[src/game_defines.svh]
`ifndef GAME_DEFINES_SVH
`define GAME_DEFINES_SVH

// Credit and pricing
`define G_CREDIT_W       10
`define G_START_CREDIT   500
`define G_MULT_W         7

// Player state
`define G_HEALTH_W       2
`define G_START_HEALTH   3
`define G_POS_W          2
`define G_HOME_POS       2
`define G_MAX_POS        2

// Inventory
`define G_NUM_MOVES      5
`define G_MOVE_CNT_W     4

// Hits
`define G_KICK_DAMAGE    1
`define G_PUNCH_DAMAGE   2
`define G_KICK_RANGE     1   // Distance needed for a kick
`define G_PUNCH_RANGE    0

// Winner discount thresholds, in moves per match
`define G_TIER1_MOVES    6
`define G_TIER2_MOVES    9

`endif

[src/game_pkg.sv]
`default_nettype none

package game_pkg;

    typedef enum logic {
        phase_play = 1'b0,
        phase_shop = 1'b1
    } phase_t;

    // Codes 5 to 7 are not moves
    typedef enum logic [2:0] {
        act_kick  = 3'd0,
        act_punch = 3'd1,
        act_left  = 3'd2,
        act_right = 3'd3,
        act_wait  = 3'd4
    } action_t;

    typedef enum logic [1:0] {
        win_none = 2'd0,
        win_p1   = 2'd1,
        win_p2   = 2'd2
    } winner_t;

endpackage

`default_nettype wire

[src/shop_pkg.sv]
`default_nettype none

package shop_pkg;

    typedef enum logic [1:0] {
        tier_full,  // 100 %
        tier_95,
        tier_90,
        tier_80
    } tier_t;

    typedef enum logic [1:0] {
        buy_none,
        buy_granted,
        buy_bad_code,
        buy_no_credit
    } buy_result_t;

endpackage

`default_nettype wire

[src/fight_fsm.sv]
`timescale 1ns/100ps
`default_nettype none

`include "game_defines.svh"

module fight_fsm
    import game_pkg::*;
(
    input  logic                     clk,
    input  logic                     rst,
    input  logic                     turn,
    input  logic                     play_valid,
    input  logic                     start_round,
    input  action_t                  play_action,
    input  logic [`G_NUM_MOVES-1:0]  p1_stocked,
    input  logic [`G_NUM_MOVES-1:0]  p2_stocked,
    output phase_t                   phase,
    output logic [`G_HEALTH_W-1:0]   p1_health,
    output logic [`G_HEALTH_W-1:0]   p2_health,
    output logic [`G_POS_W-1:0]      p1_pos,
    output logic [`G_POS_W-1:0]      p2_pos,
    output winner_t                  winner,
    output logic [`G_MOVE_CNT_W-1:0] match_moves,
    output logic                     match_over,
    output logic                     p1_spend,
    output logic                     p2_spend,
    output logic                     err_no_inventory,
    output logic                     err_wrong_distance
);

    localparam logic [`G_HEALTH_W-1:0] START_HEALTH = `G_START_HEALTH;
    localparam logic [`G_HEALTH_W-1:0] KICK_DAMAGE = `G_KICK_DAMAGE;
    localparam logic [`G_HEALTH_W-1:0] PUNCH_DAMAGE = `G_PUNCH_DAMAGE;
    localparam logic [`G_POS_W-1:0] HOME_POS = `G_HOME_POS;
    localparam logic [`G_POS_W-1:0] MAX_POS = `G_MAX_POS;
    localparam logic [`G_POS_W:0] KICK_RANGE = `G_KICK_RANGE;
    localparam logic [`G_POS_W:0] PUNCH_RANGE = `G_PUNCH_RANGE;

    logic [`G_POS_W:0]      distance;
    logic [7:0]             stocked_ext;
    logic                   play_now;
    logic                   spend_ok;
    logic                   is_kick;
    logic                   is_punch;
    logic                   in_range;
    logic                   hit;
    logic [`G_HEALTH_W-1:0] damage;
    logic [`G_HEALTH_W-1:0] opp_health;
    logic                   raise;
    logic                   lower;
    logic [`G_POS_W-1:0]    act_pos;
    logic [`G_POS_W-1:0]    new_pos;

    assign distance = {1'b0, p1_pos} + {1'b0, p2_pos};

    // Padded to cover codes 5 to 7, which never count as stocked
    assign stocked_ext = {3'b000, (turn ? p2_stocked : p1_stocked)};

    assign play_now = (phase == phase_play) && play_valid && (play_action <= act_wait);
    assign spend_ok = play_now && stocked_ext[play_action];
    assign p1_spend = spend_ok && !turn;
    assign p2_spend = spend_ok && turn;

    assign is_kick    = (play_action == act_kick);
    assign is_punch   = (play_action == act_punch);
    assign in_range   = (is_kick && distance == KICK_RANGE) ||
                        (is_punch && distance == PUNCH_RANGE);
    assign hit        = spend_ok && in_range;
    assign damage     = is_kick ? KICK_DAMAGE : PUNCH_DAMAGE;
    assign opp_health = turn ? p1_health : p2_health;
    assign match_over = hit && (opp_health <= damage);

    // Player 2 faces the other way
    assign raise   = turn ? (play_action == act_right) : (play_action == act_left);
    assign lower   = turn ? (play_action == act_left) : (play_action == act_right);
    assign act_pos = turn ? p2_pos : p1_pos;

    always_comb begin
        new_pos = act_pos;
        if (raise && act_pos < MAX_POS)
            new_pos = act_pos + 1'b1;
        else if (lower && act_pos != '0)
            new_pos = act_pos - 1'b1;
    end

    always_ff @(posedge clk or posedge rst) begin
        if (rst) begin
            phase              <= phase_shop;
            p1_health          <= START_HEALTH;
            p2_health          <= START_HEALTH;
            p1_pos             <= HOME_POS;
            p2_pos             <= HOME_POS;
            winner             <= win_none;
            match_moves        <= '0;
            err_no_inventory   <= 1'b0;
            err_wrong_distance <= 1'b0;
        end else if (match_over) begin
            phase              <= phase_shop;
            p1_health          <= START_HEALTH;
            p2_health          <= START_HEALTH;
            p1_pos             <= HOME_POS;
            p2_pos             <= HOME_POS;
            winner             <= turn ? win_p2 : win_p1;
            match_moves        <= match_moves + 1'b1;   // Lethal hit counts
            err_no_inventory   <= 1'b0;
            err_wrong_distance <= 1'b0;
        end else if (phase == phase_shop) begin
            if (start_round) begin
                phase       <= phase_play;
                winner      <= win_none;
                match_moves <= '0;
            end
        end else begin
            err_no_inventory   <= play_now && !spend_ok;
            err_wrong_distance <= spend_ok && (is_kick || is_punch) && !in_range;
            if (spend_ok) begin
                match_moves <= match_moves + 1'b1;
                if (turn)
                    p2_pos <= new_pos;
                else
                    p1_pos <= new_pos;
                if (hit) begin
                    if (turn)
                        p1_health <= p1_health - damage;
                    else
                        p2_health <= p2_health - damage;
                end
            end
        end
    end

endmodule

`default_nettype wire

[src/game_top.sv]
`timescale 1ns/100ps
`default_nettype none

`include "game_defines.svh"

module game_top
    import game_pkg::*;
(
    input  logic                   clk,
    input  logic                   rst,
    input  logic                   turn,
    input  logic                   play_valid,
    input  action_t                play_action,
    input  logic                   buy_valid_p1,
    input  action_t                buy_code_p1,
    input  logic                   buy_valid_p2,
    input  action_t                buy_code_p2,
    input  logic                   start_round,
    input  logic [`G_CREDIT_W-1:0] price0,
    input  logic [`G_CREDIT_W-1:0] price1,
    input  logic [`G_CREDIT_W-1:0] price2,
    input  logic [`G_CREDIT_W-1:0] price3,
    input  logic [`G_CREDIT_W-1:0] price4,
    output phase_t                 phase,
    output logic [`G_HEALTH_W-1:0] p1_health,
    output logic [`G_HEALTH_W-1:0] p2_health,
    output logic [`G_CREDIT_W-1:0] p1_credit,
    output logic [`G_CREDIT_W-1:0] p2_credit,
    output logic [`G_POS_W-1:0]    p1_pos,
    output logic [`G_POS_W-1:0]    p2_pos,
    output winner_t                winner,
    output logic                   purchase_success_p1,
    output logic                   err_invalid_action_p1,
    output logic                   err_credit_p1,
    output logic                   purchase_success_p2,
    output logic                   err_invalid_action_p2,
    output logic                   err_credit_p2,
    output logic                   err_no_inventory,
    output logic                   err_wrong_distance
);

    logic [`G_MOVE_CNT_W-1:0] match_moves;
    logic                     match_over;
    logic                     p1_spend;
    logic                     p2_spend;
    logic [`G_NUM_MOVES-1:0]  p1_grant;
    logic [`G_NUM_MOVES-1:0]  p2_grant;
    logic [`G_NUM_MOVES-1:0]  p1_stocked;
    logic [`G_NUM_MOVES-1:0]  p2_stocked;

    wire shop_open = (phase == phase_shop);
    wire p1_won    = (winner == win_p1);
    wire p2_won    = (winner == win_p2);

    shop_counter u_shop_p1 (
        .clk                (clk),
        .rst                (rst),
        .buy_valid          (buy_valid_p1),
        .buy_code           (buy_code_p1),
        .price0             (price0),
        .price1             (price1),
        .price2             (price2),
        .price3             (price3),
        .price4             (price4),
        .shop_open          (shop_open),
        .match_over         (match_over),
        .is_winner          (p1_won),
        .match_moves        (match_moves),
        .credit             (p1_credit),
        .buy_grant          (p1_grant),
        .purchase_success   (purchase_success_p1),
        .err_invalid_action (err_invalid_action_p1),
        .err_credit         (err_credit_p1)
    );

    shop_counter u_shop_p2 (
        .clk                (clk),
        .rst                (rst),
        .buy_valid          (buy_valid_p2),
        .buy_code           (buy_code_p2),
        .price0             (price0),
        .price1             (price1),
        .price2             (price2),
        .price3             (price3),
        .price4             (price4),
        .shop_open          (shop_open),
        .match_over         (match_over),
        .is_winner          (p2_won),
        .match_moves        (match_moves),
        .credit             (p2_credit),
        .buy_grant          (p2_grant),
        .purchase_success   (purchase_success_p2),
        .err_invalid_action (err_invalid_action_p2),
        .err_credit         (err_credit_p2)
    );

    // Both inventories see the play code, only the active one gets spend
    move_inventory u_inv_p1 (
        .clk        (clk),
        .rst        (rst),
        .buy_grant  (p1_grant),
        .spend      (p1_spend),
        .spend_code (play_action),
        .match_over (match_over),
        .stocked    (p1_stocked)
    );

    move_inventory u_inv_p2 (
        .clk        (clk),
        .rst        (rst),
        .buy_grant  (p2_grant),
        .spend      (p2_spend),
        .spend_code (play_action),
        .match_over (match_over),
        .stocked    (p2_stocked)
    );

    fight_fsm u_fight (
        .clk                (clk),
        .rst                (rst),
        .turn               (turn),
        .play_valid         (play_valid),
        .start_round        (start_round),
        .play_action        (play_action),
        .p1_stocked         (p1_stocked),
        .p2_stocked         (p2_stocked),
        .phase              (phase),
        .p1_health          (p1_health),
        .p2_health          (p2_health),
        .p1_pos             (p1_pos),
        .p2_pos             (p2_pos),
        .winner             (winner),
        .match_moves        (match_moves),
        .match_over         (match_over),
        .p1_spend           (p1_spend),
        .p2_spend           (p2_spend),
        .err_no_inventory   (err_no_inventory),
        .err_wrong_distance (err_wrong_distance)
    );

endmodule

`default_nettype wire

[src/move_inventory.sv]
`timescale 1ns/100ps
`default_nettype none

`include "game_defines.svh"

module move_inventory
    import game_pkg::*;
(
    input  logic                    clk,
    input  logic                    rst,
    input  logic [`G_NUM_MOVES-1:0] buy_grant,
    input  logic                    spend,
    input  action_t                 spend_code,
    input  logic                    match_over,
    output logic [`G_NUM_MOVES-1:0] stocked
);

    // One counter per move kind, indexed by action code
    logic [`G_MOVE_CNT_W-1:0] count [`G_NUM_MOVES];

    always_ff @(posedge clk or posedge rst) begin
        if (rst) begin
            for (int i = 0; i < `G_NUM_MOVES; i++) begin
                count[i] <= '0;
            end
        end else if (match_over) begin
            for (int i = 0; i < `G_NUM_MOVES; i++) begin
                count[i] <= '0;
            end
        end else begin
            for (int i = 0; i < `G_NUM_MOVES; i++) begin
                if (buy_grant[i])
                    count[i] <= count[i] + 1'b1;
                else if (spend && spend_code == action_t'(i))
                    count[i] <= count[i] - 1'b1;
            end
        end
    end

    always_comb begin
        for (int i = 0; i < `G_NUM_MOVES; i++) begin
            stocked[i] = (count[i] != '0);
        end
    end

endmodule

`default_nettype wire

[src/shop_counter.sv]
`timescale 1ns/100ps
`default_nettype none

`include "game_defines.svh"

module shop_counter
    import game_pkg::*, shop_pkg::*;
(
    input  logic                     clk,
    input  logic                     rst,
    input  logic                     buy_valid,
    input  action_t                  buy_code,
    input  logic [`G_CREDIT_W-1:0]   price0,
    input  logic [`G_CREDIT_W-1:0]   price1,
    input  logic [`G_CREDIT_W-1:0]   price2,
    input  logic [`G_CREDIT_W-1:0]   price3,
    input  logic [`G_CREDIT_W-1:0]   price4,
    input  logic                     shop_open,
    input  logic                     match_over,
    input  logic                     is_winner,
    input  logic [`G_MOVE_CNT_W-1:0] match_moves,
    output logic [`G_CREDIT_W-1:0]   credit,
    output logic [`G_NUM_MOVES-1:0]  buy_grant,
    output logic                     purchase_success,
    output logic                     err_invalid_action,
    output logic                     err_credit
);

    localparam int PROD_W = `G_CREDIT_W + `G_MULT_W;
    localparam logic [PROD_W-1:0] PERCENT = 100;
    localparam logic [`G_CREDIT_W-1:0] START_CREDIT = `G_START_CREDIT;
    localparam logic [`G_MULT_W-1:0] MULT_FULL = 100;
    localparam logic [`G_MULT_W-1:0] MULT_95 = 95;
    localparam logic [`G_MULT_W-1:0] MULT_90 = 90;
    localparam logic [`G_MULT_W-1:0] MULT_80 = 80;

    tier_t                   tier;
    buy_result_t             result;
    logic [`G_MULT_W-1:0]    mult;
    logic [`G_CREDIT_W-1:0]  list_price;
    logic [`G_CREDIT_W-1:0]  cost;
    logic [PROD_W-1:0]       product;
    logic [PROD_W-1:0]       scaled;

    // Faster wins earn a deeper discount
    always_comb begin
        if (!is_winner)
            tier = tier_full;
        else if (match_moves <= `G_TIER1_MOVES)
            tier = tier_80;
        else if (match_moves <= `G_TIER2_MOVES)
            tier = tier_90;
        else
            tier = tier_95;
    end

    always_comb begin
        case (tier)
            tier_95: mult = MULT_95;
            tier_90: mult = MULT_90;
            tier_80: mult = MULT_80;
            default: mult = MULT_FULL;
        endcase
    end

    always_comb begin
        case (buy_code)
            act_kick:  list_price = price0;
            act_punch: list_price = price1;
            act_left:  list_price = price2;
            act_right: list_price = price3;
            act_wait:  list_price = price4;
            default:   list_price = '0;
        endcase
    end

    assign product = list_price * mult;
    assign scaled  = product / PERCENT;   // Rounds down
    assign cost    = scaled[`G_CREDIT_W-1:0];

    always_comb begin
        result = buy_none;
        if (buy_valid && shop_open) begin
            if (buy_code > act_wait)
                result = buy_bad_code;
            else if (cost > credit)
                result = buy_no_credit;
            else
                result = buy_granted;
        end
    end

    always_comb begin
        buy_grant = '0;
        if (result == buy_granted)
            buy_grant[buy_code] = 1'b1;
    end

    always_ff @(posedge clk or posedge rst) begin
        if (rst) begin
            credit             <= START_CREDIT;
            purchase_success   <= 1'b0;
            err_invalid_action <= 1'b0;
            err_credit         <= 1'b0;
        end else begin
            if (match_over)
                credit <= START_CREDIT;
            else if (result == buy_granted)
                credit <= credit - cost;
            purchase_success   <= (result == buy_granted);
            err_invalid_action <= (result == buy_bad_code);
            err_credit         <= (result == buy_no_credit);
        end
    end

endmodule

`default_nettype wire

[config.mk]
export PLATFORM = sky130hd
export DESIGN_NAME = game_top
export DESIGN_NICKNAME = d
export VERILOG_FILES = /design/src/game_pkg.sv /design/src/shop_pkg.sv /design/src/fight_fsm.sv /design/src/game_top.sv /design/src/move_inventory.sv /design/src/shop_counter.sv
export VERILOG_INCLUDE_DIRS = /design/src /design/src/src
export SDC_FILE = /design/constraint.sdc
export NUM_CORES = 1
export LEC_CHECK = 0
export BUFFER_PORTS_ARGS = -buffer_cell sky130_fd_sc_hd__clkbuf_2
export CELL_PAD_IN_SITES_DETAIL_PLACEMENT = 1
export CELL_PAD_IN_SITES_GLOBAL_PLACEMENT = 2
export CORE_ASPECT_RATIO = 0.5
export CORE_MARGIN = 2
export CORE_UTILIZATION = 34
export DETAILED_ROUTE_END_ITERATION = 16
export GPL_TIMING_DRIVEN = 0
export HOLD_SLACK_MARGIN = 0.08
export PLACE_DENSITY_LB_ADDON = 0.3
export RECOVER_POWER = 25
export SYNTH_ARGS = -nofsm -noshare
export SYNTH_HDL_FRONTEND = slang
export SYNTH_SLANG_ARGS = --single-unit
[constraint.sdc]
create_clock -name clk -period 13.65 [get_ports clk]
set_input_delay 0 -clock clk [delete_from_list [all_inputs] [get_ports clk]]
set_output_delay 0 -clock clk [all_outputs]
set_load 0.01 [all_outputs]
# After elaboration in Yosys (flattened, before gate mapping)
# Index checks and enable logic that the tools add are counted.
# W data, S select, Z words.
# totals
register_bits	83
out_inout_bits	39
word_cells	265
# op_classes
n_addsub	28
multipliers	2
div_mod_pow	2
n_lt_le_gt_ge	14
n_eq_ne	30
n_mux	89
bitwise_logic	1
n_reduce_logical	72
# ops
op	count
$pmux W10 S5	2
$mux W4	24
$mux W2	37
$add A4 B1 Y4 const B	11
$mux W10	4
$mux W20	2
$reduce_bool A4 Y1	10
$sub A4 B1 Y4 const B	10
$pmux W6 S3	2
$div A17 B7 Y17 const B	2
$mul A10 B7 Y17	2
$reduce_bool A3 Y1	11
$logic_and A1 B1 Y1	28
$gt A10 B10 Y1	2
$sub A10 B10 Y10	2
$eq A2 B2 Y1 const B	9
$eq A3 B2 Y1 const B	6
$reduce_bool A2 Y1	8
$mux W5	3
$eq A3 B1 Y1 const B	4
$logic_not A3 Y1	4
$lt A3 B4 Y1 const B	3
$mux W1	12
$eq A2 B1 Y1 const B	5
23 further kinds	35

# Longest topological paths before layout
# Gate-level depths: netlist (run 1).
# depth
word_depth	16
depth_mapped	72
depth_no_buf	68

# By module
# Synthesis (run 1) repeated with hierarchy kept, for this count alone.
# hier_totals
hier_cells	2001
hier_area_um2	16298.1
# modules_own_cells
mod	instances	cells_per_inst	area_per_inst_um2
shop_counter (u_shop_p1)	1	808	6263.5
shop_counter (u_shop_p2)	1	758	5891.9
move_inventory	2	145	1396.3
fight_fsm	1	143	1335.0
game_top	1	2	15.0

# Least setup slack after synthesis (run 1)
# OpenSTA, ideal clock, no wires.
# synth_path
path_type	register to register
from	register u_fight.match_moves[1]
to	register u_inv_p1.count[11] (netlist bit)
setup_time_ns	0.083
arrival_time_ns	14.518
slack_ns	-0.951
stages_incl_launch_ff	68
path_cell_list	dfrtp_1 inv_1 ha_1 o21bai_1 a21oi_1 inv_2 ha_1 clkbuf_1 or2_2 fa_1 inv_1 fa_1 fa_1 inv_1 fa_1 inv_1 ha_1 and2_1 [32 not listed] and2_1 o21ai_0 nand2b_1 and2_1 o21ai_0 nand2b_1 and2_1 o21ai_0 nand2_1 nand4_1 nor4b_1 inv_1 ha_1 a21o_1 a21oi_1 xnor2_1 or4_1 o21ai_0
# synth_between
elab_chain_cells	16
elab_cells_between_ends	20
# synth_rtl
item	line_no	rtl
start: declaration	fight_fsm.sv:23	output logic [`G_MOVE_CNT_W-1:0] match_moves,
start signal: assignment	fight_fsm.sv:104	match_moves <= match_moves + 1'b1;
start signal: assignment	fight_fsm.sv:117	match_moves <= match_moves + 1'b1;
$le A4 B4 Y1 (no source line)	n/a	
$mux W2	shop_counter.sv:51	else if (match_moves <= `G_TIER2_MOVES)
$mux W2 (*)	shop_counter.sv:49	else if (match_moves <= `G_TIER1_MOVES)
$mux W2 (*)	shop_counter.sv:47	if (!is_winner)
$eq A2 B2 Y1 or $eq A2 B1 Y1 (tied branches)	shop_counter.sv:58	case (tier)
$pmux W6 S3 (*)	shop_counter.sv:58	
$mul A10 B7 Y17 (*)	shop_counter.sv:77	assign product = list_price * mult;
$div A17 B7 Y17 (*)	shop_counter.sv:78	assign scaled = product / PERCENT;
$gt A10 B10 Y1 (*)	shop_counter.sv:86	else if (cost > credit)
$mux W2 (*)	shop_counter.sv:86	
$mux W2 (*)	shop_counter.sv:84	if (buy_code > act_wait)
$mux W2 (*)	shop_counter.sv:83	if (buy_valid && shop_open) begin
$eq A2 B1 Y1 (*)	shop_counter.sv:95	if (result == buy_granted)
$mux W5 (*)	shop_counter.sv:95	
$mux W4	move_inventory.sv:32	if (buy_grant[i])
$mux W20	move_inventory.sv:26	end else if (match_over) begin
end signal: indexed assignment	move_inventory.sv:33	count[i] <= count[i] + 1'b1;
end signal: indexed assignment	move_inventory.sv:35	count[i] <= count[i] - 1'b1;
end: declaration	move_inventory.sv:19	logic [`G_MOVE_CNT_W-1:0] count [`G_NUM_MOVES];
# Mark *: on every way between the ends. The rest lies on a longest branch, timed or not.
# A chain may end at the register's enable or synchronous reset.

# Final worst setup path (run 1)
# layout_path
from	register u_fight.match_moves[1]
to	register u_inv_p2.count[15] (netlist bit)
# layout_between
elab_chain_cells	16
elab_cells_between_ends	20
# layout_rtl
item	line_no
$le A4 B4 Y1 (no source line)	n/a
$mux W2	shop_counter.sv:51
$mux W2 (*)	shop_counter.sv:49
$mux W2 (*)	shop_counter.sv:47
$eq A2 B2 Y1 or $eq A2 B1 Y1 (tied branches)	shop_counter.sv:58
$pmux W6 S3 (*)	shop_counter.sv:58
$mul A10 B7 Y17 (*)	shop_counter.sv:77
$div A17 B7 Y17 (*)	shop_counter.sv:78
$gt A10 B10 Y1 (*)	shop_counter.sv:86
$mux W2 (*)	shop_counter.sv:86
$mux W2 (*)	shop_counter.sv:84
$mux W2 (*)	shop_counter.sv:83
$eq A2 B1 Y1 (*)	shop_counter.sv:95
$mux W5 (*)	shop_counter.sv:95
$mux W4	move_inventory.sv:32
$mux W20	move_inventory.sv:26
end signal: indexed assignment	move_inventory.sv:33
end signal: indexed assignment	move_inventory.sv:35
end: declaration	move_inventory.sv:19
# Marks and branches as above.

==> impl_summary.log, run 1 <==
INFO  metric insertion_delay = 350 ps
INFO  metric die-width = 303 µm
INFO  metric final_antenna_net_count = 0
INFO  metric worstPathMaxFanout = 5
INFO  metric synth-seq-area-share = 0.138
INFO  metric routed-via-count = between 15000 and 20000
INFO  metric area.growth.synth_to_final = 37.2%
INFO  metric ys_async_rst_share = 1.00
INFO  metric insertedDiodeCount = 0
INFO  metric groute.layer.met2.usage = 0.386
INFO  metric fp-row-count = 54
INFO  metric clock-root-buffer = clkbuf_16
INFO  metric route.detailed.wl_per_inst = 18.9 µm
INFO  metric initial_utilization = 0.346
INFO  metric place.detailed.hpwl = 38500 µm
INFO  metric grt_setup_unrepaired = true
INFO  metric finalWeightedCongestion = approximately 0.83
INFO  metric timing.rr.start = u_fight.match_moves[1]$_DFFE_PP0P_
INFO  metric finalHoldViolCount = 0
INFO  metric post_route_cells_drive_above_1_share = 0.337
INFO  metric crit_start_category = flip-flop
INFO  metric die-height = 153 µm
INFO  metric synth_area = 15200 µm²
INFO  metric worst-slew-pin-transition = between 1500 and 2000 ps
INFO  metric drv_cap = 1
INFO  metric hp-class = input port to flip-flop
INFO  metric core_area = 43800 µm²
INFO  metric globalRouteMet3Util = 0.0124
INFO  metric outcome = finished, violations left
INFO  metric htree_num_levels = 3
INFO  metric cts.path.max_buffers = 2
INFO  metric timing_worst_setup_path_type = flip-flop to flip-flop
INFO  metric failed_checks = capacitance limit, slew limit, setup timing
INFO  metric first_iter_violations = 685
INFO  metric clock.fmax = 0.0688 GHz
INFO  metric regToRegSetupSlack = -880 ps
INFO  metric syn_avg_cell_area = 7.87 µm²
INFO  metric global_route.peak_usage_layer = met2
INFO  metric critical_path_required = ~14000 ps
INFO  metric cp_slowest_cell = or4b_4
INFO  metric max-slew-margin-rel = -0.151
INFO  metric ys.warnings.count = 0
INFO  metric overall_overflow_remaining_after_global_route = 0
INFO  metric ys_seq_elements = 83
INFO  metric clkTransAtPathRegs = approximately 70 ps
INFO  metric synth_cells = 1931
INFO  metric viasPerCell = 5.49
INFO  metric number_of_global_route_vias_before_repair = around 16000
INFO  metric io-pin-count = between 100 and 150
INFO  metric mostFrequentLayoutCell = buf_4
INFO  metric final_nets = 2517
INFO  metric worstSetupStartpoint = u_fight.match_moves[1]$_DFFE_PP0P_
INFO  metric dr.pass1.iters = 5
INFO  metric drt_drc_violations_left = 0
INFO  metric min_period_over_period = 1.06
INFO  metric antenna_found_initial = 0
INFO  metric cp-end-kind = flip-flop
INFO  metric layout_common_cells = buf_4, nor2_1, inv_1
INFO  metric post-place-ws = -2790 ps
INFO  metric finalWirelength = 53500 µm
INFO  metric crit_path_end = u_inv_p2.count[15]$_DFFE_PP0P_
INFO  metric finalWorstPathRequiredPeriod = 14530 ps
INFO  metric groute.usage.overall = 0.217
INFO  metric dominantRegCellSynth = dfrtp_1
INFO  metric yosysUniqueCellTypes = 118
INFO  metric synth_edf_count = 0
INFO  metric numClockSinks = between 80 and 90
INFO  metric io_buffer_count = between 90 and 100
INFO  metric skew = between 10 and 15 ps
INFO  metric reg2reg_to = u_inv_p2.count[15]$_DFFE_PP0P_
INFO  metric tritoncts = done
INFO  metric cpPeakStageDelay = around 530 ps
INFO  metric cts_inserted_buffers = 9
INFO  metric fp.dieArea = 46500 µm²
INFO  metric num-fill-cells = 5144
INFO  metric pin_count_of_the_biggest_net_entering_global_routing = 50
INFO  metric data_arrival_time_of_the_critical_path = between 10000 and 15000 ps
INFO  metric grt_pass1_wl = around 84000 µm
INFO  metric final.setup.worst_slack = -877 ps
INFO  metric met1_usage = 0.296
INFO  metric report.final.slew_viol_count = 35
INFO  metric r2r.worst_path.cells = a little over 70
INFO  metric setup_viol_count_final = 39
==> critical path: cells and delay by family, from the launching register on <==
kind	cells	cell delay, ps
AOI/OAI and AO/OA	30	5360
xor gates and xnor gates	2	420
adders and majority gates	10	3370
buffers and inverters	14	1680
DFF	1	430
and+or+nand+nor	16	3110
==> synth_stat cells (42+ instances only) <==
library cell  number  area, µm²
nand2_1          148        556
mux2i_1           65        651
clkbuf_1          65        244
fa_1              91       1820
inv_1            183        687
ha_1             120       1500
a21oi_1          136        681
dfrtp_1           64       1600
xnor2_1           46        403
nor3_1            42        210
o21ai_0          110        551
nor2_1           183        687
nand3_1           49        245
==> worst min path at each step <==
| stage | end | slack, ps | cells past startpoint | start |
|---|---|---|---|---|
| final | u_fight.err_no_inventory$_DFFE_PP0P_ | 120 | 4 | play_action[1] |
| after global routing | u_fight.err_no_inventory$_DFFE_PP0P_ | 170 | 4 | play_action[1] |
| after CTS | u_fight.err_no_inventory$_DFFE_PP0P_ | 100 | 4 | play_action[1] |
| after detailed placement | u_shop_p2.purchase_success$_DFF_PP0_ | 60 | 2 | rst |
| after global placement | u_fight.err_no_inventory$_DFFE_PP0P_ | 260 | 3 | play_valid |
| after floorplan | u_fight.phase$_DFF_PP1_ | 60 | 1 | start_round |
==> metal layers <==
| metal | part of all wire | wire length (µm) |
|---|---|---|
| met5 | 0 | 0 |
| met1 | 0.46 | 24800 |
| met4 | 0.011 | 563 |
| met2 | 0.51 | 27500 |
| met3 | 0.012 | 652 |
==> cells by family (layout without fill, tap and decap cells) <==
logic type | Yosys count | after routing | synth area share
DFF | 83 | 83 | 0.138
adders and majority gates | 215 | 215 | 0.222
other | 1 | 2 | 0.000247
buffers and inverters | 271 | 584 | 0.0686
xor gates and xnor gates | 82 | 82 | 0.0488
AOI/OAI and AO/OA | 567 | 567 | 0.261
muxes | 77 | 77 | 0.0532
and+or+nand+nor | 635 | 635 | 0.208
==> through the flow <==
step	hold WS [ps]	setup TNS, ps	cells	area, µm²	util
detailed placement	55.6	-114300	2620	16800	0.384
global placement	259	-109610	2619	16800	0.383
finish	119	-16260	2833	20800	0.475
floorplan	63.0	-690	1932	15600	-
CTS	102	-9500	2775	19500	0.445
global route	170	-48300	2833	20800	0.475
==> flip-flops by register name (all words and copies together) (netlist names) <==
| signal | flops |
|---|---|
| u_fight.p2_health | 2 |
| u_fight.match_moves | 4 |
| u_fight.p1_health | 2 |
| u_shop_p1.purchase_success | 1 |
| u_shop_p2.purchase_success | 1 |
| u_fight.err_no_inventory | 1 |
| u_inv_p2.count | 20 |
| u_fight.p2_pos | 2 |
| u_inv_p1.count | 20 |
| u_shop_p1.err_credit | 1 |
| u_fight.p1_pos | 2 |
| u_shop_p1.err_invalid_action | 1 |
| u_shop_p2.err_credit | 1 |
| u_shop_p2.err_invalid_action | 1 |
| u_fight.err_wrong_distance | 1 |
| u_shop_p1.credit | 10 |
| u_fight.phase | 1 |
| u_fight.winner | 2 |
| u_shop_p2.credit | 10 |
==> timing repair <==
item / CTS / global route
setup buffers: 147 / 62
pin swaps: 170 / 122
gates cloned: 0 / 1
endpoints found under the hold margin: 40 / 0
hold buffers: 5 / 0
endpoints found under the setup margin: 64 / 63
resized for setup: 280 / 197
==> area by class of cell <==
cell class	count	area, µm²	share of cell area
Buffer	74	447	0.0214
Clock buffer	12	236	0.0114
Sequential cell	83	2100	0.101
Inverter	186	724	0.0348
Timing Repair Buffer	308	2200	0.105
Tap cell	588	736	0.0353
Multi-Input combinational cell	1578	14300	0.687
Clock inverter	4	77.6	0.00372
Power of run 1 is left out: the tool's default activity adds up to more than one toggle a clock period on the data nets, which glitch-free logic cannot reach.
==> inputs of run 2 (changes only) <==
Settings changed: CELL_PAD_IN_SITES_DETAIL_PLACEMENT 1 to 0, SLEW_MARGIN set to 20.
==> impl_summary.log, run 2 (synthesis results as in run 1) <==
INFO  metric worst-slew-pin-transition = 1720 ps (about the same)
INFO  metric area.growth.synth_to_final = 36.7% (was 37.2%)
INFO  metric worst_path_dominant_cell_family = compound AO/OA/AOI/OAI gates (unchanged)
INFO  metric drv_cap = 1 (unchanged)
INFO  metric crit_start_category = flip-flop (unchanged)
INFO  metric io_buffer_count = 99 (unchanged)
INFO  metric overall_overflow_remaining_after_global_route = 0 (unchanged)
INFO  metric numClockSinks = 83 (unchanged)
INFO  metric final_nets = 2512 (was 2517)
INFO  metric timing.critical_path.buf_inv = 12 (was 14)
INFO  metric worst_path_most_repeated_cell = and2_4
INFO  metric core_area = 43800 µm² (unchanged)
INFO  metric routed-via-count = 15200 (was 15500)
INFO  metric cp_slowest_cell = a2111o_1 (was or4b_4)
INFO  metric initial_utilization = 0.346 (unchanged)
INFO  metric layout.cell_area.non_filler = 20800 µm² (about the same)
INFO  metric grt_pass1_wl = 76900 µm (was 83900 µm)
INFO  metric hp-class = input port to flip-flop (unchanged)
INFO  metric skew = 12.7 ps (was 12.8 ps)
INFO  metric groute.usage.overall = 0.199 (was 0.217)
INFO  metric clock.fmax = 0.0702 GHz (was 0.0688 GHz)
INFO  metric data_arrival_time_of_the_critical_path = 14510 ps (was 14760 ps)
INFO  metric post_route_cells_drive_above_1_share = 0.326 (was 0.337)
INFO  metric first_iter_violations = 710 (was 685)
INFO  metric number_of_global_route_vias_before_repair = 14500 (was 15900)
INFO  metric setup_viol_count_final = 33 (was 39)
INFO  metric drt_drc_violations_left = 0 (unchanged)
INFO  metric io-pin-count = 105 (unchanged)
INFO  metric insertedDiodeCount = 0 (unchanged)
INFO  metric cts.path.max_buffers = 2 (unchanged)
INFO  metric largest_registers = u_inv_p1.count (20), u_inv_p2.count (20) (unchanged)
INFO  metric cp-end-kind = flip-flop (unchanged)
INFO  metric finalWirelength = 47800 µm (was 53500 µm)
INFO  metric finalHoldViolCount = 0 (unchanged)
INFO  metric insertion_delay = 340 ps (was 350 ps)
INFO  metric worstPathMaxFanout = 10 (was 5)
INFO  metric htree_num_levels = 3 (unchanged)
INFO  metric cts_inserted_buffers = 9 (unchanged)
INFO  metric critical_path_required = 13920 ps (was 13880 ps)
INFO  metric grt_setup_unrepaired = true (unchanged)
INFO  metric clock-root-buffer = clkbuf_16 (unchanged)
INFO  metric report.final.slew_viol_count = 35 (unchanged)
INFO  metric final.setup.worst_slack = -595 ps (was -877 ps)
INFO  metric pin_count_of_the_biggest_net_entering_global_routing = 50 (unchanged)
INFO  metric placedInstanceArea = 16800 µm² (about the same)
INFO  metric finalWeightedCongestion = 0.827 (unchanged)
INFO  metric failed_checks = capacitance limit, slew limit, setup timing (unchanged)
INFO  metric antenna_found_initial = 0 (unchanged)
INFO  metric place.detailed.hpwl = 35500 µm (was 38500 µm)
INFO  metric layout_common_cells = inv_1, nor2_1, buf_4 (was buf_4, nor2_1, inv_1)
INFO  metric fp.dieArea = 46500 µm² (unchanged)
INFO  metric fp-row-count = 54 (unchanged)
INFO  metric route.detailed.wl_per_inst = 16.9 µm (was 18.9 µm)
INFO  metric viasPerCell = 5.36 (was 5.49)
INFO  metric final_antenna_net_count = 0 (unchanged)
INFO  metric cpPeakStageDelay = 560 ps (was 530 ps)
INFO  metric max-slew-margin-rel = -0.151 (about the same)
INFO  metric die-height = 153 µm (unchanged)
INFO  metric outcome = finished, violations left (unchanged)
INFO  metric finalWorstPathRequiredPeriod = 14240 ps (was 14530 ps)
INFO  metric timing_worst_setup_path_type = flip-flop to flip-flop (unchanged)
INFO  metric die-width = 303 µm (unchanged)
INFO  metric clkTransAtPathRegs = 70 ps (about the same)
INFO  metric dr.pass1.iters = 7 (was 5)
INFO  metric tritoncts = done (unchanged)
INFO  metric min_period_over_period = 1.04 (was 1.06)
==> run 2: cell types whose count changed in the layout (fill, tap and decap cells not counted), sizes merged <==
cell	change
clkbuf	-2
clkdlybuf4s18	-1
buf	-2
==> run 2: cell type report <==
class / instances / area, µm²
inverter: 186 / 719
timing repair buffer: 302 / 2270
buffer: 75 / 442
clock buffer: 12 / 236
multi-input combinational: 1578 / 14200
fill: 4281 / 23100
clock inverter: 4 / 77.6
tap: 588 / 736
sequential: 83 / 2100
==> run 2: tightest hold or removal path, stage by stage <==
cell and delay, ps:
clkbuf_2 180, o21ai_0 170, nor2_1 60
==> run 2: worst paths after layout <==
check | from | end | slack (ps) | cells past startpoint
hold reg to reg | u_fight.err_no_inventory$_DFFE_PP0P_ | u_fight.err_no_inventory$_DFFE_PP0P_ | 480 | 2
setup / recovery | u_fight.match_moves[1]$_DFFE_PP0P_ | u_inv_p1.count[11]$_DFFE_PP0P_ | -590 | 70
hold / removal | buy_code_p2[2] | u_shop_p2.err_invalid_action$_DFF_PP0_ | 100 | 3
min in group asynchronous | rst | u_shop_p2.purchase_success$_DFF_PP0_ | 610 | 3
max in group asynchronous | rst | u_fight.p2_pos[1]$_DFFE_PP1P_ | 12090 | 4
setup reg to reg | u_fight.match_moves[1]$_DFFE_PP0P_ | u_inv_p1.count[11]$_DFFE_PP0P_ | -590 | 70
==> run 2: stage by stage <==
step	setup WS, ps	hold slack [ps]	cells	utilization	TNS (ps)
floorplan	-301	63.0	1932	-	-690
finish	-595	101	2828	0.473	-9020
global placement	-2670	259	2619	0.383	-109610
CTS	-681	97.0	2775	0.445	-11820
detailed placement	-2590	54.2	2620	0.384	-102570
global route	-1350	116	2828	0.473	-38570
==> run 2: what timing repair did <==
| item | in CTS | in global routing |
|---|---|---|
| hold buffers | 5 | 0 |
| gates resized for setup | 284 | 200 |
| endpoints found under the setup margin | 64 | 62 |
| pin swaps | 167 | 120 |
| gates cloned | 0 | 2 |
| hold endpoints to repair | 40 | 0 |
| setup buffers | 147 | 69 |
==> run 2: layer usage <==
metal  up-vias  global-route usage  share of wire
met1      7391               0.284           0.48
li1       7541                   -              -
met3        37              0.0163          0.021
met5         -                   0              0
met2       194               0.337           0.49
met4         0              0.0235          0.012
Power of run 2 is left out for the same reason.
==> inputs of run 3 (changes only) <==
Settings changed: CORE_UTILIZATION 34 to 35, CTS_BUF_LIST set to sky130_fd_sc_hd__clkbuf_2 sky130_fd_sc_hd__clkbuf_4 sky130_fd_sc_hd__clkbuf_8, PLACE_DENSITY_LB_ADDON 0.3 to 0.1, SLEW_MARGIN 20 to not set.
==> impl_summary.log, run 3 (synthesis results as in run 1) <==
INFO  metric outcome = finished, violations left (unchanged)
INFO  metric failed_checks = capacitance limit, slew limit, setup timing (unchanged)
INFO  metric cts.path.max_buffers = 2 (unchanged)
INFO  metric regToRegSetupSlack = -970 ps (was -590 ps)
INFO  metric report.final.slew_viol_count = 49 (was 35)
INFO  metric place.detailed.hpwl = 36700 µm (was 35500 µm)
INFO  metric core_area = 42400 µm² (was 43800 µm²)
INFO  metric numClockSinks = 83 (unchanged)
INFO  metric htree_num_levels = 3 (unchanged)
INFO  metric cpPeakStageDelay = 620 ps (was 560 ps)
INFO  metric die-width = 299 µm (was 303 µm)
INFO  metric timing.hold.ws = 105 ps (was 101 ps)
INFO  metric cp_slowest_cell = or4_4 (was a2111o_1)
INFO  metric route.detailed.wl_per_inst = 17.8 µm (was 16.9 µm)
INFO  metric data_arrival_time_of_the_critical_path = 14940 ps (was 14510 ps)
INFO  metric die-height = 151 µm (was 153 µm)
INFO  metric final_antenna_net_count = 0 (unchanged)
INFO  metric timing_worst_setup_path_type = flip-flop to flip-flop (unchanged)
INFO  metric reg2reg_to = u_inv_p2.count[11]$_DFFE_PP0P_ (was u_inv_p1.count[11]$_DFFE_PP0P_)
INFO  metric mostFrequentLayoutCell = buf_4
INFO  metric worst_path_most_repeated_cell = buf_6 (was and2_4)
INFO  metric final_nets = 2557 (was 2512)
INFO  metric finalHoldViolCount = 0 (unchanged)
INFO  metric insertedDiodeCount = 0 (unchanged)
INFO  metric cp-end-kind = flip-flop (unchanged)
INFO  metric post_route_cells_drive_above_1_share = 0.358 (was 0.326)
INFO  metric clkTransAtPathRegs = 100 ps (was 70 ps)
INFO  metric pin_count_of_the_biggest_net_entering_global_routing = 50 (unchanged)
INFO  metric viasPerCell = 5.42 (was 5.36)
INFO  metric critical_path_required = 13970 ps (was 13920 ps)
INFO  metric worstSetupStartpoint = u_fight.match_moves[1]$_DFFE_PP0P_ (unchanged)
INFO  metric finalWirelength = 51100 µm (was 47800 µm)
INFO  metric tritoncts = done (unchanged)
INFO  metric worstPathMaxFanout = 6 (was 10)
INFO  metric min_period_over_period = 1.07 (was 1.04)
INFO  metric r2r.worst_path.cells = 71 (was 70)
INFO  metric first_iter_violations = 732 (was 710)
INFO  metric grt_setup_unrepaired = true (unchanged)
INFO  metric fp-row-count = 53 (was 54)
INFO  metric io-pin-count = 105 (unchanged)
INFO  metric area.growth.synth_to_final = 40.5% (was 36.7%)
INFO  metric clock-root-buffer = clkbuf_8 (was clkbuf_16)
INFO  metric worst-slew-pin-transition = 2440 ps (was 1720 ps)
INFO  metric overall_overflow_remaining_after_global_route = 0 (unchanged)
INFO  metric hp-class = input port to flip-flop (unchanged)
INFO  metric setup_viol_count_final = 41 (was 33)
INFO  metric final.setup.worst_slack = -973 ps (was -595 ps)
INFO  metric dr.pass1.iters = 7 (unchanged)
INFO  metric fp.dieArea = 45200 µm² (was 46500 µm²)
INFO  metric timing.rr.start = u_fight.match_moves[1]$_DFFE_PP0P_ (unchanged)
INFO  metric finalWeightedCongestion = 0.834 (was 0.827)
INFO  metric skew = 28.2 ps (was 12.7 ps)
INFO  metric grt_pass1_wl = 80300 µm (was 76900 µm)
INFO  metric cts_inserted_buffers = 9 (unchanged)
INFO  metric number_of_global_route_vias_before_repair = 15100 (was 14500)
INFO  metric max-slew-margin-rel = -0.637 (was -0.151)
INFO  metric drv_cap = 1 (unchanged)
INFO  metric drt_drc_violations_left = 0 (unchanged)
INFO  metric initial_utilization = 0.358 (was 0.346)
INFO  metric crit_path_end = u_inv_p2.count[11]$_DFFE_PP0P_ (was u_inv_p1.count[11]$_DFFE_PP0P_)
INFO  metric insertion_delay = 390 ps (was 340 ps)
INFO  metric io_buffer_count = 99 (unchanged)
INFO  metric groute.usage.overall = 0.217 (was 0.199)
INFO  metric routed-via-count = 15500 (was 15200)
INFO  metric crit_start_category = flip-flop (unchanged)
INFO  metric finalWorstPathRequiredPeriod = 14620 ps (was 14240 ps)
INFO  metric layout_common_cells = buf_4, nor2_1, inv_1 (was inv_1, nor2_1, buf_4)
INFO  metric clock.fmax = 0.0684 GHz (was 0.0702 GHz)
INFO  metric postLayoutCoreUtil = 0.504 (was 0.473)
INFO  metric largest_registers = u_inv_p1.count (20), u_inv_p2.count (20) (unchanged)
INFO  metric antenna_found_initial = 0 (unchanged)
## run 3: cell types whose count changed in the layout (fill, tap and decap cells not counted), moves of 6 or more
cell | previous run | this run
nor3_1 | 31 | 25
clkbuf_16 | 11 | 1
buf_6 | 49 | 70
o21ai_0 | 70 | 62
o21ai_1 | 34 | 41
clkbuf_2 | 97 | 107
buf_4 | 152 | 175
clkbuf_1 | 45 | 33
clkbuf_8 | 4 | 13
inv_1 | 164 | 157
## run 3: worst max-delay path: cells and delay by family, from the launching register on
family	cells	cell delay [ps]
AND/OR/NAND/NOR	14	3870
buffers and inverters	16	1750
flip-flops	1	430
XOR/XNOR	1	80
multiplexers	1	200
AO/OA/AOI/OAI	29	4770
adder cells (fa/ha/maj)	10	3430
## run 3: cell type report
cell class	count	area (µm²)
Clock buffer	10	131
Buffer	73	457
Timing Repair Buffer	349	2710
Inverter	186	727
Multi-Input combinational cell	1578	14400
Clock inverter	6	96.3
Tap cell	577	722
Fill cell	4042	21000
Sequential cell	83	2110
## run 3: how the worst min path moves through the flow
| stage | startpoint | cells after the start | endpoint | slack [ps] |
|---|---|---|---|---|
| floorplan | start_round | 1 | u_fight.phase$_DFF_PP1_ | 60 |
| global placement | play_valid | 3 | u_fight.err_no_inventory$_DFFE_PP0P_ | 260 |
| detailed placement | rst | 2 | u_shop_p2.credit[0]$_DFFE_PP0P_ | 150 |
| CTS | buy_code_p2[2] | 3 | u_shop_p2.err_invalid_action$_DFF_PP0_ | 100 |
| global route | buy_code_p2[2] | 3 | u_shop_p2.err_invalid_action$_DFF_PP0_ | 160 |
| finish | buy_code_p2[2] | 3 | u_shop_p2.err_invalid_action$_DFF_PP0_ | 100 |
## run 3: stage by stage
| step | setup TNS (ps) | cell area (µm²) | worst slack [ps] | instances |
|---|---|---|---|---|
| 2_1_floorplan | -690 | 15600 | -301 | 1932 |
| 3_3_place_gp | -124090 | 16800 | -2920 | 2608 |
| 3_5_place_dp | -114680 | 16800 | -2720 | 2609 |
| 4_1_cts | -10560 | 19800 | -636 | 2800 |
| 5_1_grt | -51260 | 21300 | -1520 | 2862 |
| 6_report | -22990 | 21300 | -973 | 2862 |
## run 3: what timing repair did
| action | CTS | global route |
|---|---|---|
| buffers inserted | 181 | 83 |
| setup endpoints to repair | 64 | 63 |
| endpoints found under the hold margin | 49 | 0 |
| cloned | 0 | 1 |
| hold buffers | 6 | 0 |
| gates resized for setup | 324 | 248 |
| pin swaps | 152 | 131 |
## run 3: per-layer routing
metal  track usage  part of all wire
met5             0                 0
met4        0.0415             0.012
met3        0.0159             0.025
met2         0.382              0.49
met1         0.295              0.47
Power of run 3 is left out for the same reason.
